[config.mk]
export PLATFORM = sky130hd
export DESIGN_NAME = axis_fifo_top
export DESIGN_NICKNAME = d
export VERILOG_FILES = /design/src/design/axis_fifo_pkg.sv /design/src/design/axis_stream_if.sv /design/src/design/axis_dist_ram_fifo.sv /design/src/design/axis_fifo_top.sv /design/src/design/axis_pkt_byte_counter.sv /design/src/design/axis_pkt_limiter.sv
export VERILOG_INCLUDE_DIRS = /design/src /design/src/include
export SDC_FILE = /design/constraint.sdc
export NUM_CORES = 1
export LEC_CHECK = 0
export ABC_CLOCK_PERIOD_IN_PS = 7370
export CAP_MARGIN = 15
export CORE_ASPECT_RATIO = 0.8
export CORE_MARGIN = 2
export CORE_UTILIZATION = 49
export DETAILED_ROUTE_END_ITERATION = 8
export DONT_BUFFER_PORTS = 1
export MAX_ROUTING_LAYER = met4
export SLEW_MARGIN = 30
export SYNTH_ARGS = -nofsm -noshare
export SYNTH_HDL_FRONTEND = slang
export SYNTH_SLANG_ARGS = --single-unit
export TNS_END_PERCENT = 100
[constraint.sdc]
create_clock -name axis_out -period 7.37 [get_ports axis_out]
set_clock_uncertainty 0.2 [all_clocks]
set_input_delay 2.211 -clock axis_out [delete_from_list [all_inputs] [get_ports axis_out]]
set_output_delay 2.211 -clock axis_out [all_outputs]
set_load 0.02 [all_outputs]
[src/include/axis_fifo_params.svh]
////////////////////////////////////////////////////////////////////////////
// Build-time sizes of the packet path. AXIS_FIFO_DEPTH must be a power of
// two, and AXIS_MAX_PKT_WORDS of at least 1
////////////////////////////////////////////////////////////////////////////

`ifndef AXIS_FIFO_PARAMS_SVH
`define AXIS_FIFO_PARAMS_SVH

// Stream width in bytes
// One word of tdata is 8 bits per byte
`define AXIS_DATA_BYTES 4

// Words held in the LUT RAM
// Output register adds one more word of storage
`define AXIS_FIFO_DEPTH 16

// Longest packet passed by the limiter, in words
// Longer packets are cut at this word and flagged
`define AXIS_MAX_PKT_WORDS 8

`endif

[src/design/axis_fifo_pkg.sv]
////////////////////////////////////////////////////////////////////////////
// Types shared by the packet path, sized from the params header
////////////////////////////////////////////////////////////////////////////

`include "axis_fifo_params.svh"

package axis_fifo_pkg;

    // Address bits of the RAM
    localparam int FIFO_ADDR_W = $clog2(`AXIS_FIFO_DEPTH);

    // Stream payload fields
    typedef logic [`AXIS_DATA_BYTES*8-1:0] data_t;
    typedef logic [`AXIS_DATA_BYTES-1:0]   keep_t;

    // One stored word, 9 bits per byte plus last and trunc
    typedef struct packed {
        data_t data;
        keep_t keep;
        logic  last;
        logic  trunc;
    } axis_beat_t;

    // RAM address, and pointers with one extra wrap bit
    typedef logic [FIFO_ADDR_W-1:0] fifo_addr_t;
    typedef logic [FIFO_ADDR_W:0]   fifo_ptr_t;

    // Word count inside one packet, up to the limit
    typedef logic [$clog2(`AXIS_MAX_PKT_WORDS+1)-1:0] pkt_words_t;

    // Byte total of one packet of up to the limit
    typedef logic [$clog2(`AXIS_MAX_PKT_WORDS*`AXIS_DATA_BYTES+1)-1:0] pkt_bytes_t;

    // Limiter states
    typedef enum logic {
        LIM_PASS,
        LIM_DISCARD
    } lim_state_e;

endpackage

[src/design/axis_stream_if.sv]
////////////////////////////////////////////////////////////////////////////
// Internal AXI-Stream link, no tid, tdest or tuser
////////////////////////////////////////////////////////////////////////////

`timescale 1ns/100ps

interface axis_stream_if;

    import axis_fifo_pkg::*;

    // Handshake
    logic  tvalid;
    logic  tready;

    // Payload
    data_t tdata;
    keep_t tkeep;
    logic  tlast;

    // Set on the last word of a packet cut by the limiter
    logic  ttrunc;

    // Upstream side drives the word and valid
    modport source (
        output tvalid,
        input  tready,
        output tdata,
        output tkeep,
        output tlast,
        output ttrunc
    );

    // Downstream side only drives ready
    modport sink (
        input  tvalid,
        output tready,
        input  tdata,
        input  tkeep,
        input  tlast,
        input  ttrunc
    );

endinterface

[src/design/axis_dist_ram_fifo.sv]
////////////////////////////////////////////////////////////////////////////
// LUT-RAM word FIFO, holds DEPTH+1 words. With bp_en low, words that meet
// a full RAM are lost and the packet is only flagged, never repaired
////////////////////////////////////////////////////////////////////////////

`timescale 1ns/100ps

`include "axis_fifo_params.svh"

module axis_dist_ram_fifo (
    input  logic          axis_out,
    input  logic          rst_n,
    input  logic          bp_en,
    axis_stream_if.sink   fifo_in,
    axis_stream_if.source fifo_out,
    output logic          in_overflow
);

    import axis_fifo_pkg::*;

    ////////////////////////////////////////////////////////////////////////
    // Storage and pointers

    // Async read, maps to distributed RAM
    axis_beat_t mem [`AXIS_FIFO_DEPTH];

    fifo_ptr_t  wr_ptr;
    fifo_ptr_t  rd_ptr;
    fifo_addr_t wr_addr;
    fifo_addr_t rd_addr;
    logic       full;
    logic       empty;

    axis_beat_t wr_beat;
    axis_beat_t rd_beat;

    // Write side control
    logic wr_hs;
    logic wr_en;
    // Some word of the open packet was lost
    logic drop_flag;

    // Output register
    axis_beat_t out_beat;
    logic       out_valid;
    logic       rd_hs;
    logic       load;

    assign wr_addr = wr_ptr[FIFO_ADDR_W-1:0];
    assign rd_addr = rd_ptr[FIFO_ADDR_W-1:0];

    // Same address, wrap bits differ
    assign full  = (wr_addr == rd_addr) && (wr_ptr[FIFO_ADDR_W] != rd_ptr[FIFO_ADDR_W]);
    assign empty = (wr_ptr == rd_ptr);

    ////////////////////////////////////////////////////////////////////////
    // Write side

    // No back-pressure mode takes every word
    assign fifo_in.tready = ~bp_en | ~full;

    assign wr_hs = fifo_in.tvalid & fifo_in.tready;
    assign wr_en = wr_hs & ~full;

    assign wr_beat = '{
        data:  fifo_in.tdata,
        keep:  fifo_in.tkeep,
        last:  fifo_in.tlast,
        trunc: fifo_in.ttrunc
    };

    always_ff @(posedge axis_out) begin
        if (wr_en) begin
            mem[wr_addr] <= wr_beat;
        end
    end

    always_ff @(posedge axis_out or negedge rst_n) begin
        if (!rst_n) begin
            wr_ptr      <= '0;
            drop_flag   <= 1'b0;
            in_overflow <= 1'b0;
        end else begin
            in_overflow <= 1'b0;
            if (wr_en) begin
                wr_ptr <= wr_ptr + 1'b1;
            end
            if (wr_hs) begin
                if (fifo_in.tlast) begin
                    // Tlast word itself may be the lost one
                    in_overflow <= drop_flag | full;
                    drop_flag   <= 1'b0;
                end else if (full) begin
                    drop_flag <= 1'b1;
                end
            end
        end
    end

    ////////////////////////////////////////////////////////////////////////
    // Read side with prefetch

    assign rd_beat = mem[rd_addr];
    assign rd_hs   = out_valid & fifo_out.tready;
    // Refill when empty or emptied this cycle
    assign load    = ~empty & (~out_valid | rd_hs);

    always_ff @(posedge axis_out or negedge rst_n) begin
        if (!rst_n) begin
            rd_ptr    <= '0;
            out_valid <= 1'b0;
        end else begin
            if (load) begin
                rd_ptr    <= rd_ptr + 1'b1;
                out_valid <= 1'b1;
            end else if (rd_hs) begin
                out_valid <= 1'b0;
            end
        end
    end

    always_ff @(posedge axis_out) begin
        if (load) begin
            out_beat <= rd_beat;
        end
    end

    assign fifo_out.tvalid = out_valid;
    assign fifo_out.tdata  = out_beat.data;
    assign fifo_out.tkeep  = out_beat.keep;
    assign fifo_out.tlast  = out_beat.last;
    assign fifo_out.ttrunc = out_beat.trunc;

endmodule

[src/design/axis_fifo_top.sv]
////////////////////////////////////////////////////////////////////////////
// Limiter, FIFO and byte counter on one clock, two cycles at idle output
////////////////////////////////////////////////////////////////////////////

`timescale 1ns/100ps

module axis_fifo_top (
    input  logic                      axis_out,
    input  logic                      rst_n,
    // Run-time FIFO mode, high for back-pressure
    input  logic                      bp_en,

    // Input stream
    input  logic                      in_tvalid,
    output logic                      in_tready,
    input  axis_fifo_pkg::data_t      in_tdata,
    input  axis_fifo_pkg::keep_t      in_tkeep,
    input  logic                      in_tlast,

    // Output stream
    output logic                      out_tvalid,
    input  logic                      out_tready,
    output axis_fifo_pkg::data_t      out_tdata,
    output axis_fifo_pkg::keep_t      out_tkeep,
    output logic                      out_tlast,

    // Side reports
    output logic                      in_overflow,
    output logic                      pkt_done,
    output axis_fifo_pkg::pkt_bytes_t pkt_bytes,
    output logic                      pkt_truncated
);

    ////////////////////////////////////////////////////////////////////////
    // Internal links

    // Limiter to FIFO
    axis_stream_if lim_s ();
    // FIFO to counter
    axis_stream_if buf_s ();

    ////////////////////////////////////////////////////////////////////////
    // Stages

    axis_pkt_limiter u_limiter (
        .axis_out  (axis_out),
        .rst_n     (rst_n),
        .in_tvalid (in_tvalid),
        .in_tready (in_tready),
        .in_tdata  (in_tdata),
        .in_tkeep  (in_tkeep),
        .in_tlast  (in_tlast),
        .lim_s     (lim_s.source)
    );

    axis_dist_ram_fifo u_fifo (
        .axis_out    (axis_out),
        .rst_n       (rst_n),
        .bp_en       (bp_en),
        .fifo_in     (lim_s.sink),
        .fifo_out    (buf_s.source),
        .in_overflow (in_overflow)
    );

    axis_pkt_byte_counter u_counter (
        .axis_out      (axis_out),
        .rst_n         (rst_n),
        .cnt_in        (buf_s.sink),
        .out_tvalid    (out_tvalid),
        .out_tready    (out_tready),
        .out_tdata     (out_tdata),
        .out_tkeep     (out_tkeep),
        .out_tlast     (out_tlast),
        .pkt_done      (pkt_done),
        .pkt_bytes     (pkt_bytes),
        .pkt_truncated (pkt_truncated)
    );

endmodule

[src/design/axis_pkt_byte_counter.sv]
////////////////////////////////////////////////////////////////////////////
// Pass-through byte counter. A packet that lost its tlast in the FIFO
// merges with the next one and its count may wrap
////////////////////////////////////////////////////////////////////////////

`timescale 1ns/100ps

module axis_pkt_byte_counter (
    input  logic                       axis_out,
    input  logic                       rst_n,
    axis_stream_if.sink                cnt_in,
    output logic                       out_tvalid,
    input  logic                       out_tready,
    output axis_fifo_pkg::data_t       out_tdata,
    output axis_fifo_pkg::keep_t       out_tkeep,
    output logic                       out_tlast,
    output logic                       pkt_done,
    output axis_fifo_pkg::pkt_bytes_t  pkt_bytes,
    output logic                       pkt_truncated
);

    import axis_fifo_pkg::*;

    logic       out_hs;
    // Bytes carried by the current word
    pkt_bytes_t beat_bytes;
    // Bytes of the open packet so far
    pkt_bytes_t byte_sum;

    ////////////////////////////////////////////////////////////////////////
    // Stream pass-through

    assign out_tvalid    = cnt_in.tvalid;
    assign out_tdata     = cnt_in.tdata;
    assign out_tkeep     = cnt_in.tkeep;
    assign out_tlast     = cnt_in.tlast;
    assign cnt_in.tready = out_tready;

    assign out_hs     = cnt_in.tvalid & out_tready;
    assign beat_bytes = pkt_bytes_t'($countones(cnt_in.tkeep));

    ////////////////////////////////////////////////////////////////////////
    // Running sum and report

    always_ff @(posedge axis_out or negedge rst_n) begin
        if (!rst_n) begin
            byte_sum <= '0;
            pkt_done <= 1'b0;
        end else begin
            pkt_done <= out_hs & cnt_in.tlast;
            if (out_hs) begin
                if (cnt_in.tlast) begin
                    // Restart for the next packet
                    byte_sum <= '0;
                end else begin
                    byte_sum <= byte_sum + beat_bytes;
                end
            end
        end
    end

    // Report held until the next packet ends
    always_ff @(posedge axis_out) begin
        if (out_hs && cnt_in.tlast) begin
            pkt_bytes     <= byte_sum + beat_bytes;
            pkt_truncated <= cnt_in.ttrunc;
        end
    end

endmodule

[src/design/axis_pkt_limiter.sv]
////////////////////////////////////////////////////////////////////////////
// Cuts packets at AXIS_MAX_PKT_WORDS, the dropped tail is never stalled
////////////////////////////////////////////////////////////////////////////

`timescale 1ns/100ps

`include "axis_fifo_params.svh"

module axis_pkt_limiter (
    input  logic                 axis_out,
    input  logic                 rst_n,
    input  logic                 in_tvalid,
    output logic                 in_tready,
    input  axis_fifo_pkg::data_t in_tdata,
    input  axis_fifo_pkg::keep_t in_tkeep,
    input  logic                 in_tlast,
    axis_stream_if.source        lim_s
);

    import axis_fifo_pkg::*;

    // Index of the last allowed word, counting from zero
    localparam pkt_words_t LIMIT_LAST = pkt_words_t'(`AXIS_MAX_PKT_WORDS - 1);

    lim_state_e state;
    // Words already passed in this packet
    pkt_words_t wcnt;
    logic       at_limit;
    logic       pass_hs;

    ////////////////////////////////////////////////////////////////////////
    // Forward path

    // Current word is the last one allowed
    assign at_limit = (wcnt == LIMIT_LAST);

    // Discard swallows everything, so ready is forced
    assign in_tready = (state == LIM_DISCARD) ? 1'b1 : lim_s.tready;

    assign lim_s.tvalid = in_tvalid && (state == LIM_PASS);
    assign lim_s.tdata  = in_tdata;
    assign lim_s.tkeep  = in_tkeep;
    // Force last at the limit
    assign lim_s.tlast  = in_tlast | at_limit;
    // Trunc only when the real end is still to come
    assign lim_s.ttrunc = at_limit & ~in_tlast;

    assign pass_hs = lim_s.tvalid & lim_s.tready;

    ////////////////////////////////////////////////////////////////////////
    // State and word count

    always_ff @(posedge axis_out or negedge rst_n) begin
        if (!rst_n) begin
            state <= LIM_PASS;
            wcnt  <= '0;
        end else begin
            case (state)
                LIM_PASS: begin
                    if (pass_hs) begin
                        if (lim_s.tlast) begin
                            // New packet starts next word
                            wcnt <= '0;
                        end else begin
                            wcnt <= wcnt + 1'b1;
                        end
                        // Cut packet, drop the tail
                        if (lim_s.ttrunc) begin
                            state <= LIM_DISCARD;
                        end
                    end
                end
                LIM_DISCARD: begin
                    // Wait for the real end of the packet
                    if (in_tvalid && in_tlast) begin
                        state <= LIM_PASS;
                    end
                end
                default: begin
                    state <= LIM_PASS;
                end
            endcase
        end
    end

endmodule

# --- After elaboration in Yosys (flattened, before gate mapping) ---
# Memories as Yosys holds them, arrays and structs flattened. A register that Yosys moved wholly into a read port is not among the register bits.
# Cells that the tools add are included.
classes:
  bitwise_logic: 16
  reduce_logical: 8
  n_mux: 15
  add_sub_neg: 7
  eq_ne: 4
op_table:
  columns: ["op", "count"]
  rows:
  - ["adder 6 bit", 2]
  - ["2-to-1 mux 1 bit", 12]
  - ["adder 5 x 1 -> 5 bit (second input constant)", 2]
  - ["AND 1 bit", 6]
  - ["2-to-1 mux 6 bit", 1]
  - ["inverter 1 bit", 6]
  - ["== test 5 bit", 1]
  - ["adder 1 x 1 -> 2 bit", 2]
  - ["adder 4 x 1 -> 4 bit (second input constant)", 1]
  - ["== test 4 x 3 -> 1 bit (second input constant)", 1]
  - ["== test 4 bit", 1]
  - ["logical AND 1 bit", 4]
  - ["2-to-1 mux 4 bit", 1]
  - ["OR 1 bit", 4]
  - ["AND reduction 2 bit", 2]
  - ["nonzero test 2 bit", 2]
  - ["case mux 1 bit (2 select lines)", 1]
  - ["!= test 1 bit", 1]
totals:
  mem_count: 1
  inputBits: 42
  register_bits: 32
  output_inout_bits: 48
  ramBits: 608
memory_table:
  columns: ["name", "words", "width", "rd", "rd_clocked_by_memory_dff", "write_ports", "line_no", "rtl"]
  rows:
  - ["u_fifo.mem", 16, 38, 1, 1, 1, "axis_dist_ram_fifo.sv:25", "axis_beat_t mem [`AXIS_FIFO_DEPTH];"]

# --- Longest topological paths before layout ---
# Gate-level depths: netlist (run 1).
depth:
  ltp_word: 8
  depth_mapped: 10

# --- Hierarchy ---
# From an unflattened synthesis (run 1), not the netlist that was laid out.
unflattened:
  hier_cells: 1309
  area_unflattened_um2: 26741.9
modules_own_cells:
  columns: ["module", "cells_per_inst", "instances", "area_each_um2", "seq_area_each_um2"]
  rows:
  - ["axis_dist_ram_fifo", 1142, 1, 25149.1, 19723.9]
  - ["axis_pkt_byte_counter", 102, 1, 1037.2, 385.4]
  - ["axis_pkt_limiter", 65, 1, 555.5, 125.1]

# --- Worst setup path before layout (run 1) ---
# OpenSTA, ideal clock, no wires.
synth_path:
  kind: "input port to flip-flop"
  from: "in in_tvalid"
  to: "mem u_fifo.mem[3][0] (netlist bit), enable pin"
  arrival_time_ps: 5280
  stages: 5
  t_required_ps: 6689
  setup_slack_ps: 1409
  path_cell_list: "nand2b_1 > a21oi_1 > buf_2 > nand2_1 > nor3_1"
synth_via:
  elab_chain_len: 5
synth_rtl:
  columns: ["item", "line_no", "rtl"]
  rows:
  - ["from (decl)", "axis_fifo_top.sv:14", "input logic in_tvalid,"]
  - ["logical AND 1 bit", "axis_pkt_limiter.sv:40", "assign lim_s.tvalid = in_tvalid && (state == LIM_PASS);"]
  - ["AND 1 bit", "axis_dist_ram_fifo.sv:62", "assign wr_hs = fifo_in.tvalid & fifo_in.tready;"]
  - ["AND 1 bit", "axis_dist_ram_fifo.sv:63", "assign wr_en = wr_hs & ~full;"]
  - ["2-to-1 mux 1 bit", "axis_dist_ram_fifo.sv:73", "if (wr_en) begin"]
  - ["2-to-1 mux 1 bit (implied by the code)", "axis_dist_ram_fifo.sv:74", "mem[wr_addr] <= wr_beat;"]
  - ["to (decl)", "axis_dist_ram_fifo.sv:25", null]
# No other way between the ends.

# --- Worst setup path in the final report (run 1) ---
layout_path:
  from: "in bp_en"
  to: "out in_tready"
layout_via:
  elab_chain_len: 3
layout_rtl:
  columns: ["item", "line_no", "rtl"]
  rows:
  - ["from (decl)", "axis_fifo_top.sv:11", "input logic bp_en,"]
  - ["inverter 1 bit", "axis_dist_ram_fifo.sv:60", "assign fifo_in.tready = ~bp_en | ~full;"]
  - ["OR 1 bit", "axis_dist_ram_fifo.sv:60", null]
  - ["2-to-1 mux 1 bit", "axis_pkt_limiter.sv:38", "assign in_tready = (state == LIM_DISCARD) ? 1'b1 : lim_s.tready;"]
  - ["to (decl)", "axis_fifo_top.sv:15", "output logic in_tready,"]
# No other way between the ends.

==> qor.yml, run 1 <==
status:
  status: "completed"
global_routing:
  grt_pass1_wl_um: 75090
  grt_max_degree: 67
  antenna_found_initial: 1
  globalRouteOverflowTotal: 0
  grt_pass1_vias: 11237
  track_usage_pct: 19.43
logic_synthesis:
  synth_edf_count: 653
  syn_area_per_cell_um2: 24.89
  synth_nets: 1102
  synth_largest_area_cell: "edfxtp_1"
  synthArstFlopShare_pct: 3.687
  netlist_area_mm2: 0.02606
  yosysWarnings: 0
  synth_seq_cells: 678
  yosys-top-cells-area: "edfxtp_1, mux4_1, mux4_2"
  yosysSeqAreaShare_pct: 77.65
  yosysUniqueCellTypes: 39
  synth_cells: 1047
  synthFlopType: "edfxtp_1"
  yosysTopAreaCellShare_pct: 75.24
layout:
  finalNonFillerCells: 1835
  syn_to_final_growth_pct: 11.85
  antenna_cells: 0
  drive_gt1_share_pct: 22.07
  final_util_pct: 55.57
  fin_nets: 1149
  design_area_mm2: 0.02915
  fillerInstances: 3772
clocking:
  clock_path_buffers: 3
  cts.clk_slew.worst_paths_ns: 0.06
  cts_root_buf: "clkbuf_16"
  cts_setup_buffers: 0
  numCtsBuffers: 69
  cts_tree: "yes"
  clk_latency_ns: 0.60
  clock-sinks: 678
  cts_resized: 0
  ctsHoldBuffers: 0
  htreeDepth: 3
die:
  coreArea_mm2: 0.05246
  dieArea_mm2: 0.05506
  ios: 90
  die_y_um: 210.3
  row_count: 75
  fp.dieW_um: 261.8
  initial_core_util_pct: 49.68
placement:
  place_worst_setup_slack_ns: 2.276
  place.port_buffers: 0
  gp_congestion: 0.7220
  dpl_cell_area_mm2: 0.02682
  dp.cells: 1714
  dpl.hpwl_um: 26460
detailed_routing:
  routedWlPerCell_um: 27.10
  vias: 10913
  dr.first_iter.drc_count: 1039
  remaining_drc_errors: 0
  dr.pass1.iters: 5
  via_per_inst: 5.947
  ant_nets: 0
  drt-total-wl_um: 49720
sta:
  max_slew_margin_pct: 47.07
  hold_viol_final: 0
  fin_ws_ns: 2.274
  holdWs_ns: 0.2429
  fmax_ghz: 0.1962
  worstMarginPinSlew_ns: 0.7939
  rsz0062_at_grt: "no"
  setup_viol: 0
  fin_crit_ns: 5.096
  fin_crit_sh_pct: 69.15
  fin_setup_tns_ns: 0
  drv_slew: 0
min_path:
  hp-class: "register to register"
setup_path:
  worstSetupPathType: "input pin to primary output"
  cp-end-kind: "primary output"
  start_kind: "input pin"
  worst_path_max_delay_cell: "or3_1"
  critPathBufInv: 0
  cp_slowest_stage_delay_ns: 0.44
  path_cells: "nand2_1 -> or3_1"
  critPathMaxFanout: 2
  path_delay_family: "simple AND/OR/NAND/NOR gates"
  worst_ep_arrival_time_ns: 2.69
  required_ns: 4.96
pwr:
  vdd_ir_drop_max_mv: 0.2100
  clkPwrFrac_pct: 30.8
  cellInternalPower_mw: 8.257
  p_per_area_mw_per_mm2: 391.3
  power_mw: 11.40
  power.share.combinational_pct: 23.0
  pwr-share-seq_pct: 46.3
  power_leakage_nw: 9.521
  switchingPower_mw: 3.148
  p_sw_share_pct: 27.60
job:
  maxCapViolCount: 0
logic make-up after synthesis:
kind of cell	share of synthesized area [%]
buffers and inverters	1.512
XOR/XNOR	0.5713
flip-flops	77.65
AND/OR/NAND/NOR	1.311
AO/OA/AOI/OAI	0.5185
multiplexers	17.73
adder cells (fa/ha/maj)	0.7106
routing by layer:
| layer | share of wire [%] | up-vias | GRT usage, % |
|---|---|---|---|
| met5 | 0 | - | - |
| met4 | 1.7 | 0 | 4.389 |
| met3 | 5.0 | 73 | 4.149 |
| met2 | 47 | 244 | 28.49 |
| met1 | 46 | 5951 | 28.41 |
| li1 | - | 4645 | - |
cells in the mapped netlist (all sizes together) (4+ instances only):
library cell	number
nor2	7
xnor2	13
mux4	190
inv	16
xor2	4
dfrtp	25
and3	16
clkbuf	13
buf	37
nand4	4
nor2b	5
o21ai	7
nand2	15
ha	10
edfxtp	653
final cells by class:
cell class | instances | area, µm² | area share (%)
sequential | 678 | 20250 | 69.46
inverter | 16 | 60.06 | 0.2060
clock buffer | 83 | 1822 | 6.250
clock inverter | 36 | 452.9 | 1.554
multi-input combinational | 303 | 5469 | 18.76
timing repair buffer | 26 | 231.5 | 0.7941
tap | 693 | 867.1 | 2.975
power groups by stage:
stage | Clock (mW) | Sequential, mW | Combinational, mW
6_report | 3.51 | 5.28 | 2.62
5_1_grt | 3.74 | 5.33 | 2.82
4_1_cts | 3.59 | 5.38 | 2.58
3_5_place_dp | 0 | 5.46 | 2.57
3_3_place_gp | 0 | 5.45 | 2.55
2_1_floorplan | 0 | 5.22 | 2.07
final timing paths:
check	start	to	slack, ns	cells past startpoint
max in group asynchronous	rst_n	u_fifo.rd_ptr[0]$_DFFE_PN0P_	5.77	0
min in group asynchronous	rst_n	u_limiter.state$_DFF_PN0_	1.10	0
worst max register to register	u_fifo.rd_ptr[2]$_DFFE_PN0P_	u_fifo.mem[12][24]$_DFFE_PP_	3.64	6
worst min-delay path	u_fifo.fifo_out.ttrunc$_DFFE_PP_	u_counter.pkt_truncated$_DFFE_PP_	0.24	0
worst min register to register	u_fifo.fifo_out.ttrunc$_DFFE_PP_	u_counter.pkt_truncated$_DFFE_PP_	0.24	0
worst max-delay path	bp_en	in_tready	2.27	2
state kept, by name (all words and copies together), names as in the netlist:
| register | cells |
|---|---|
| u_fifo.mem | 608 |
| u_fifo.fifo_out.tdata | 32 |
| u_counter.byte_sum | 6 |
| u_counter.pkt_bytes | 6 |
| u_fifo.rd_ptr | 5 |
| u_fifo.wr_ptr | 5 |
| u_fifo.fifo_out.tkeep | 4 |
| u_limiter.wcnt | 4 |
| u_counter.pkt_done | 1 |
| u_counter.pkt_truncated | 1 |
| u_fifo.drop_flag | 1 |
| u_fifo.fifo_out.tlast | 1 |
| u_fifo.fifo_out.ttrunc | 1 |
| u_fifo.fifo_out.tvalid | 1 |
| u_fifo.in_overflow | 1 |
| u_limiter.state | 1 |
layout by cell type, fill, tap and decap left out, types with 2 or more instances in the layout:
cell	netlist	routed
o21ai_0	7	7
and2_1	2	2
dfrtp_1	25	21
fa_1	3	3
nand2b_1	2	2
o31ai_1	3	3
or3_1	2	2
clkinv_1	0	9
mux4_1	88	88
edfxtp_1	653	653
mux4_2	102	102
nor2b_1	5	5
buf_4	0	23
a22o_1	2	2
clkinv_2	0	5
a21o_1	2	2
nand4_1	4	4
xnor2_1	13	13
clkbuf_1	11	12
clkinvlp_4	0	4
and3_2	0	15
bufinv_16	0	9
inv_6	0	2
nor2_1	7	6
dfrtp_4	0	3
inv_1	16	16
clkinv_8	0	2
or4_1	2	2
clkinv_4	0	5
xor2_1	4	4
ha_1	10	10
nand2_1	15	15
clkbuf_16	0	71
Note: power is estimated with default switching activity, not from simulation.
==> run 2: changes to the inputs <==
--- a/config.mk
+++ b/config.mk
@@ -6,7 +6,8 @@
 export SDC_FILE = /design/constraint.sdc
 export NUM_CORES = 1
 export LEC_CHECK = 0
-export ABC_CLOCK_PERIOD_IN_PS = 7370
+export ABC_AREA = 1
+export ABC_CLOCK_PERIOD_IN_PS = 5210
 export CAP_MARGIN = 15
 export CORE_ASPECT_RATIO = 0.8
 export CORE_MARGIN = 2
==> constraint.sdc (replaced) <==
create_clock -name axis_out -period 5.21 [get_ports axis_out]
set_clock_uncertainty 0.2 [all_clocks]
set_input_delay 1.563 -clock axis_out [delete_from_list [all_inputs] [get_ports axis_out]]
set_output_delay 1.563 -clock axis_out [all_outputs]
set_load 0.02 [all_outputs]
==> run 2 against run 1 <==
Against the previous run: die area is 2.2% higher; sequential power is 41% higher; register-to-register slack worse by 2.1 ns; power is 45% higher; sequential share of layout area is 0.73 points lower; largest power group unchanged; largest cell class unchanged; cell count is 50% higher; clock power is 32% higher; non-clock buffer count is 12 higher.
==> qor.yml, run 2 <==
global_routing:
  antenna_found_initial: 0
  grt_pass1_vias: 14867
  grt_pass1_wl_um: 91590
  globalRouteOverflowTotal: 0
  grt_max_degree: 222
  track_usage_pct: 22.07
setup_path:
  critPathMaxFanout: 86
  cp-end-kind: "primary output"
  regToRegSetupSlack_ns: 1.55
  worst_path_max_delay_cell: "dfrtp_4"
  worstSetupPathType: "register to primary output"
  critPathBufInv: 1
  worst_ep_arrival_time_ns: 2.60
  path_cells: "inv_8 -> nand2_1 -> nand2_1 -> nor2_2 -> nand4_2 -> or2_1"
  path_delay_family: "simple AND/OR/NAND/NOR gates"
  ff2ff_path_depth: 12
  r2r-start: "u_fifo.rd_ptr[1]$_DFFE_PN0P_"
  path_common_cell: "nand2_1"
  cp_slowest_stage_delay_ns: 0.80
  required_ns: 3.45
  rr_endpoint: "u_fifo.mem[13][17]$_DFFE_PP_"
  start_kind: "register"
logic_synthesis:
  synth_nets: 2067
  yosysTopAreaCellShare_pct: 73.63
  synthArstFlopShare_pct: 3.687
  yosysSeqAreaShare_pct: 75.98
  synth_largest_area_cell: "edfxtp_1"
  netlist_area_mm2: 0.02663
  synthFlopType: "edfxtp_1"
  synthTopCellsByCount: "edfxtp_1, nor2_1, o21ai_0"
  syn_area_per_cell_um2: 13.24
  yosys-top-cells-area: "edfxtp_1, nor2_1, o21ai_0"
  synth_edf_count: 653
  synth.most_common_cell: "edfxtp_1"
  yosysWarnings: 0
  synth_cells: 2012
  yosysUniqueCellTypes: 33
  synth_seq_cells: 678
sta:
  rsz0062_at_grt: "no"
  fin_ws_ns: 0.8519
  fin_crit_sh_pct: 83.65
  fin_crit_ns: 4.358
  worstMarginPinSlew_ns: 1.008
  fmax_ghz: 0.2295
  setup_viol: 0
  hold_viol_final: 0
  max_slew_margin_pct: 32.78
  fin_setup_tns_ns: 0
  drv_slew: 0
pwr:
  power_mw: 16.58
  vdd_ir_drop_max_mv: 0.4039
  power_leakage_nw: 9.703
  p_per_area_mw_per_mm2: 562.8
clocking:
  cts_setup_buffers: 0
  cts_root_buf: "clkbuf_16"
  cts_tree: "yes"
  ctsHoldBuffers: 0
  htreeDepth: 3
  numCtsBuffers: 68
  cts.clk_slew.worst_paths_ns: 0.06
  clock-sinks: 678
  cts_resized: 0
  clk_latency_ns: 0.61
  clock_path_buffers: 3
detailed_routing:
  drt-total-wl_um: 59480
  ant_nets: 0
  remaining_drc_errors: 0
  via_per_inst: 5.690
  dr.first_iter.drc_count: 1453
  vias: 15642
  dr.pass1.iters: 5
  routedWlPerCell_um: 21.64
die:
  fp.dieW_um: 264.7
  ios: 90
  initial_core_util_pct: 49.57
  row_count: 76
  coreArea_mm2: 0.05373
  die_y_um: 212.5
  dieArea_mm2: 0.05624
min_path:
  hp-class: "register to register"
  min_to: "u_counter.pkt_truncated$_DFFE_PP_"
  min_path_cells: 0
  min_from: "u_fifo.fifo_out.ttrunc$_DFFE_PP_"
placement:
  place.port_buffers: 0
  gp_congestion: 0.8009
  dpl.hpwl_um: 31290
  place_worst_setup_slack_ns: 1.050
  dpl_cell_area_mm2: 0.02735
job:
  maxCapViolCount: 0
layout:
  regMostFlops: "u_fifo.mem"
  fin_nets: 2051
  largest_reg_flops: 608
  antenna_cells: 0
  final_common_cell: "edfxtp_1"
  design_area_mm2: 0.02945
  final_cell_mix: "edfxtp_1, nor2_1, o21ai_0, nand2_1, o22ai_1"
  drive_gt1_share_pct: 8.158
  syn_to_final_growth_pct: 10.59
  final_util_pct: 54.82
status:
  status: "completed"
==> run 2: changes by cell type after synthesis, moves of 16 or more <==
| cell | delta |
|---|---|
| nor2_1 | +401 |
| o21ai_0 | +275 |
| nand2_1 | +152 |
| mux4_2 | -102 |
| mux4_1 | -88 |
| o22ai_1 | +78 |
| o211ai_1 | +76 |
| clkbuf_1 | +60 |
| nand3_1 | +58 |
| o21ai_1 | +43 |
| inv_1 | +31 |
| and3_1 | -16 |
==> run 2: cell type report <==
class / count / area (µm²)
repair buffers: 38 / 305.3
inverters: 50 / 202.7
clock inverters: 32 / 255.2
fillers: 4303 / 24270
flip-flops and latches: 678 / 20240
multi-input cells: 1160 / 5724
clock buffers: 89 / 1844
well taps: 702 / 878.3
==> run 2: per-layer routing <==
layer	global-route usage, %	part of all wire (%)	vias to the layer above	routed length (µm)
li1	-	-	7279	-
met1	32.41	46	7738	27580
met2	31.96	44	540	26440
met3	4.552	7.5	85	4475
met4	4.948	1.7	0	988
met5	-	0	-	0
==> run 2: how the worst max path moves through the flow <==
| stage | slack, ns | endpoint | cells past startpoint | startpoint |
|---|---|---|---|---|
| final | 0.85 | in_tready | 6 | u_fifo.rd_ptr[0]$_DFFE_PN0P_ |
| after global routing | 0.58 | in_tready | 6 | u_fifo.rd_ptr[0]$_DFFE_PN0P_ |
| after CTS | 0.80 | in_tready | 6 | u_fifo.rd_ptr[0]$_DFFE_PN0P_ |
| after detailed placement | 1.05 | u_fifo.mem[13][17]$_DFFE_PP_ | 7 | in_tvalid |
| after global placement | 1.14 | u_fifo.mem[13][37]$_DFFE_PP_ | 7 | in_tvalid |
| after floorplan | 0.65 | u_fifo.mem[0][0]$_DFFE_PP_ | 6 | in_tvalid |
==> run 2: logic make-up after synthesis <==
kind of cell / after synthesis / synth area share (%)
AO/OA/AOI/OAI: 480 / 10.10
XOR/XNOR: 18 / 0.5920
adder cells (fa/ha/maj): 13 / 0.6953
buffers and inverters: 174 / 3.016
flip-flops: 678 / 75.98
AND/OR/NAND/NOR: 649 / 9.617
==> run 2: metrics by stage <==
step / cells / hold slack [ns]
2_1_floorplan: 2012 / 0.2003
5_1_grt: 2749 / 0.2486
6_report: 2749 / 0.2448
3_5_place_dp: 2628 / 0.2288
4_1_cts: 2749 / 0.2429
3_3_place_gp: 2628 / 0.2308
==> run 2: power by group <==
part	switching, mW	internal (mW)
Clock	2.00	2.65
Sequential	0.589	6.85
Combinational	3.17	1.31
Total	5.76	10.8
==> run 2: worst reg2reg max path, stage by stage, from the launching register on <==
cell and delay, ns:
dfrtp_4 0.80, inv_2 0.08, buf_4 0.39, nand2_1 0.16, nand2_1 0.06, nand2_1 0.07, nor2_1 0.07, nand2_2 0.08
nand2_4 0.10, inv_4 0.15, nand2_2 0.15, nor2_4 0.55, buf_4 0.46
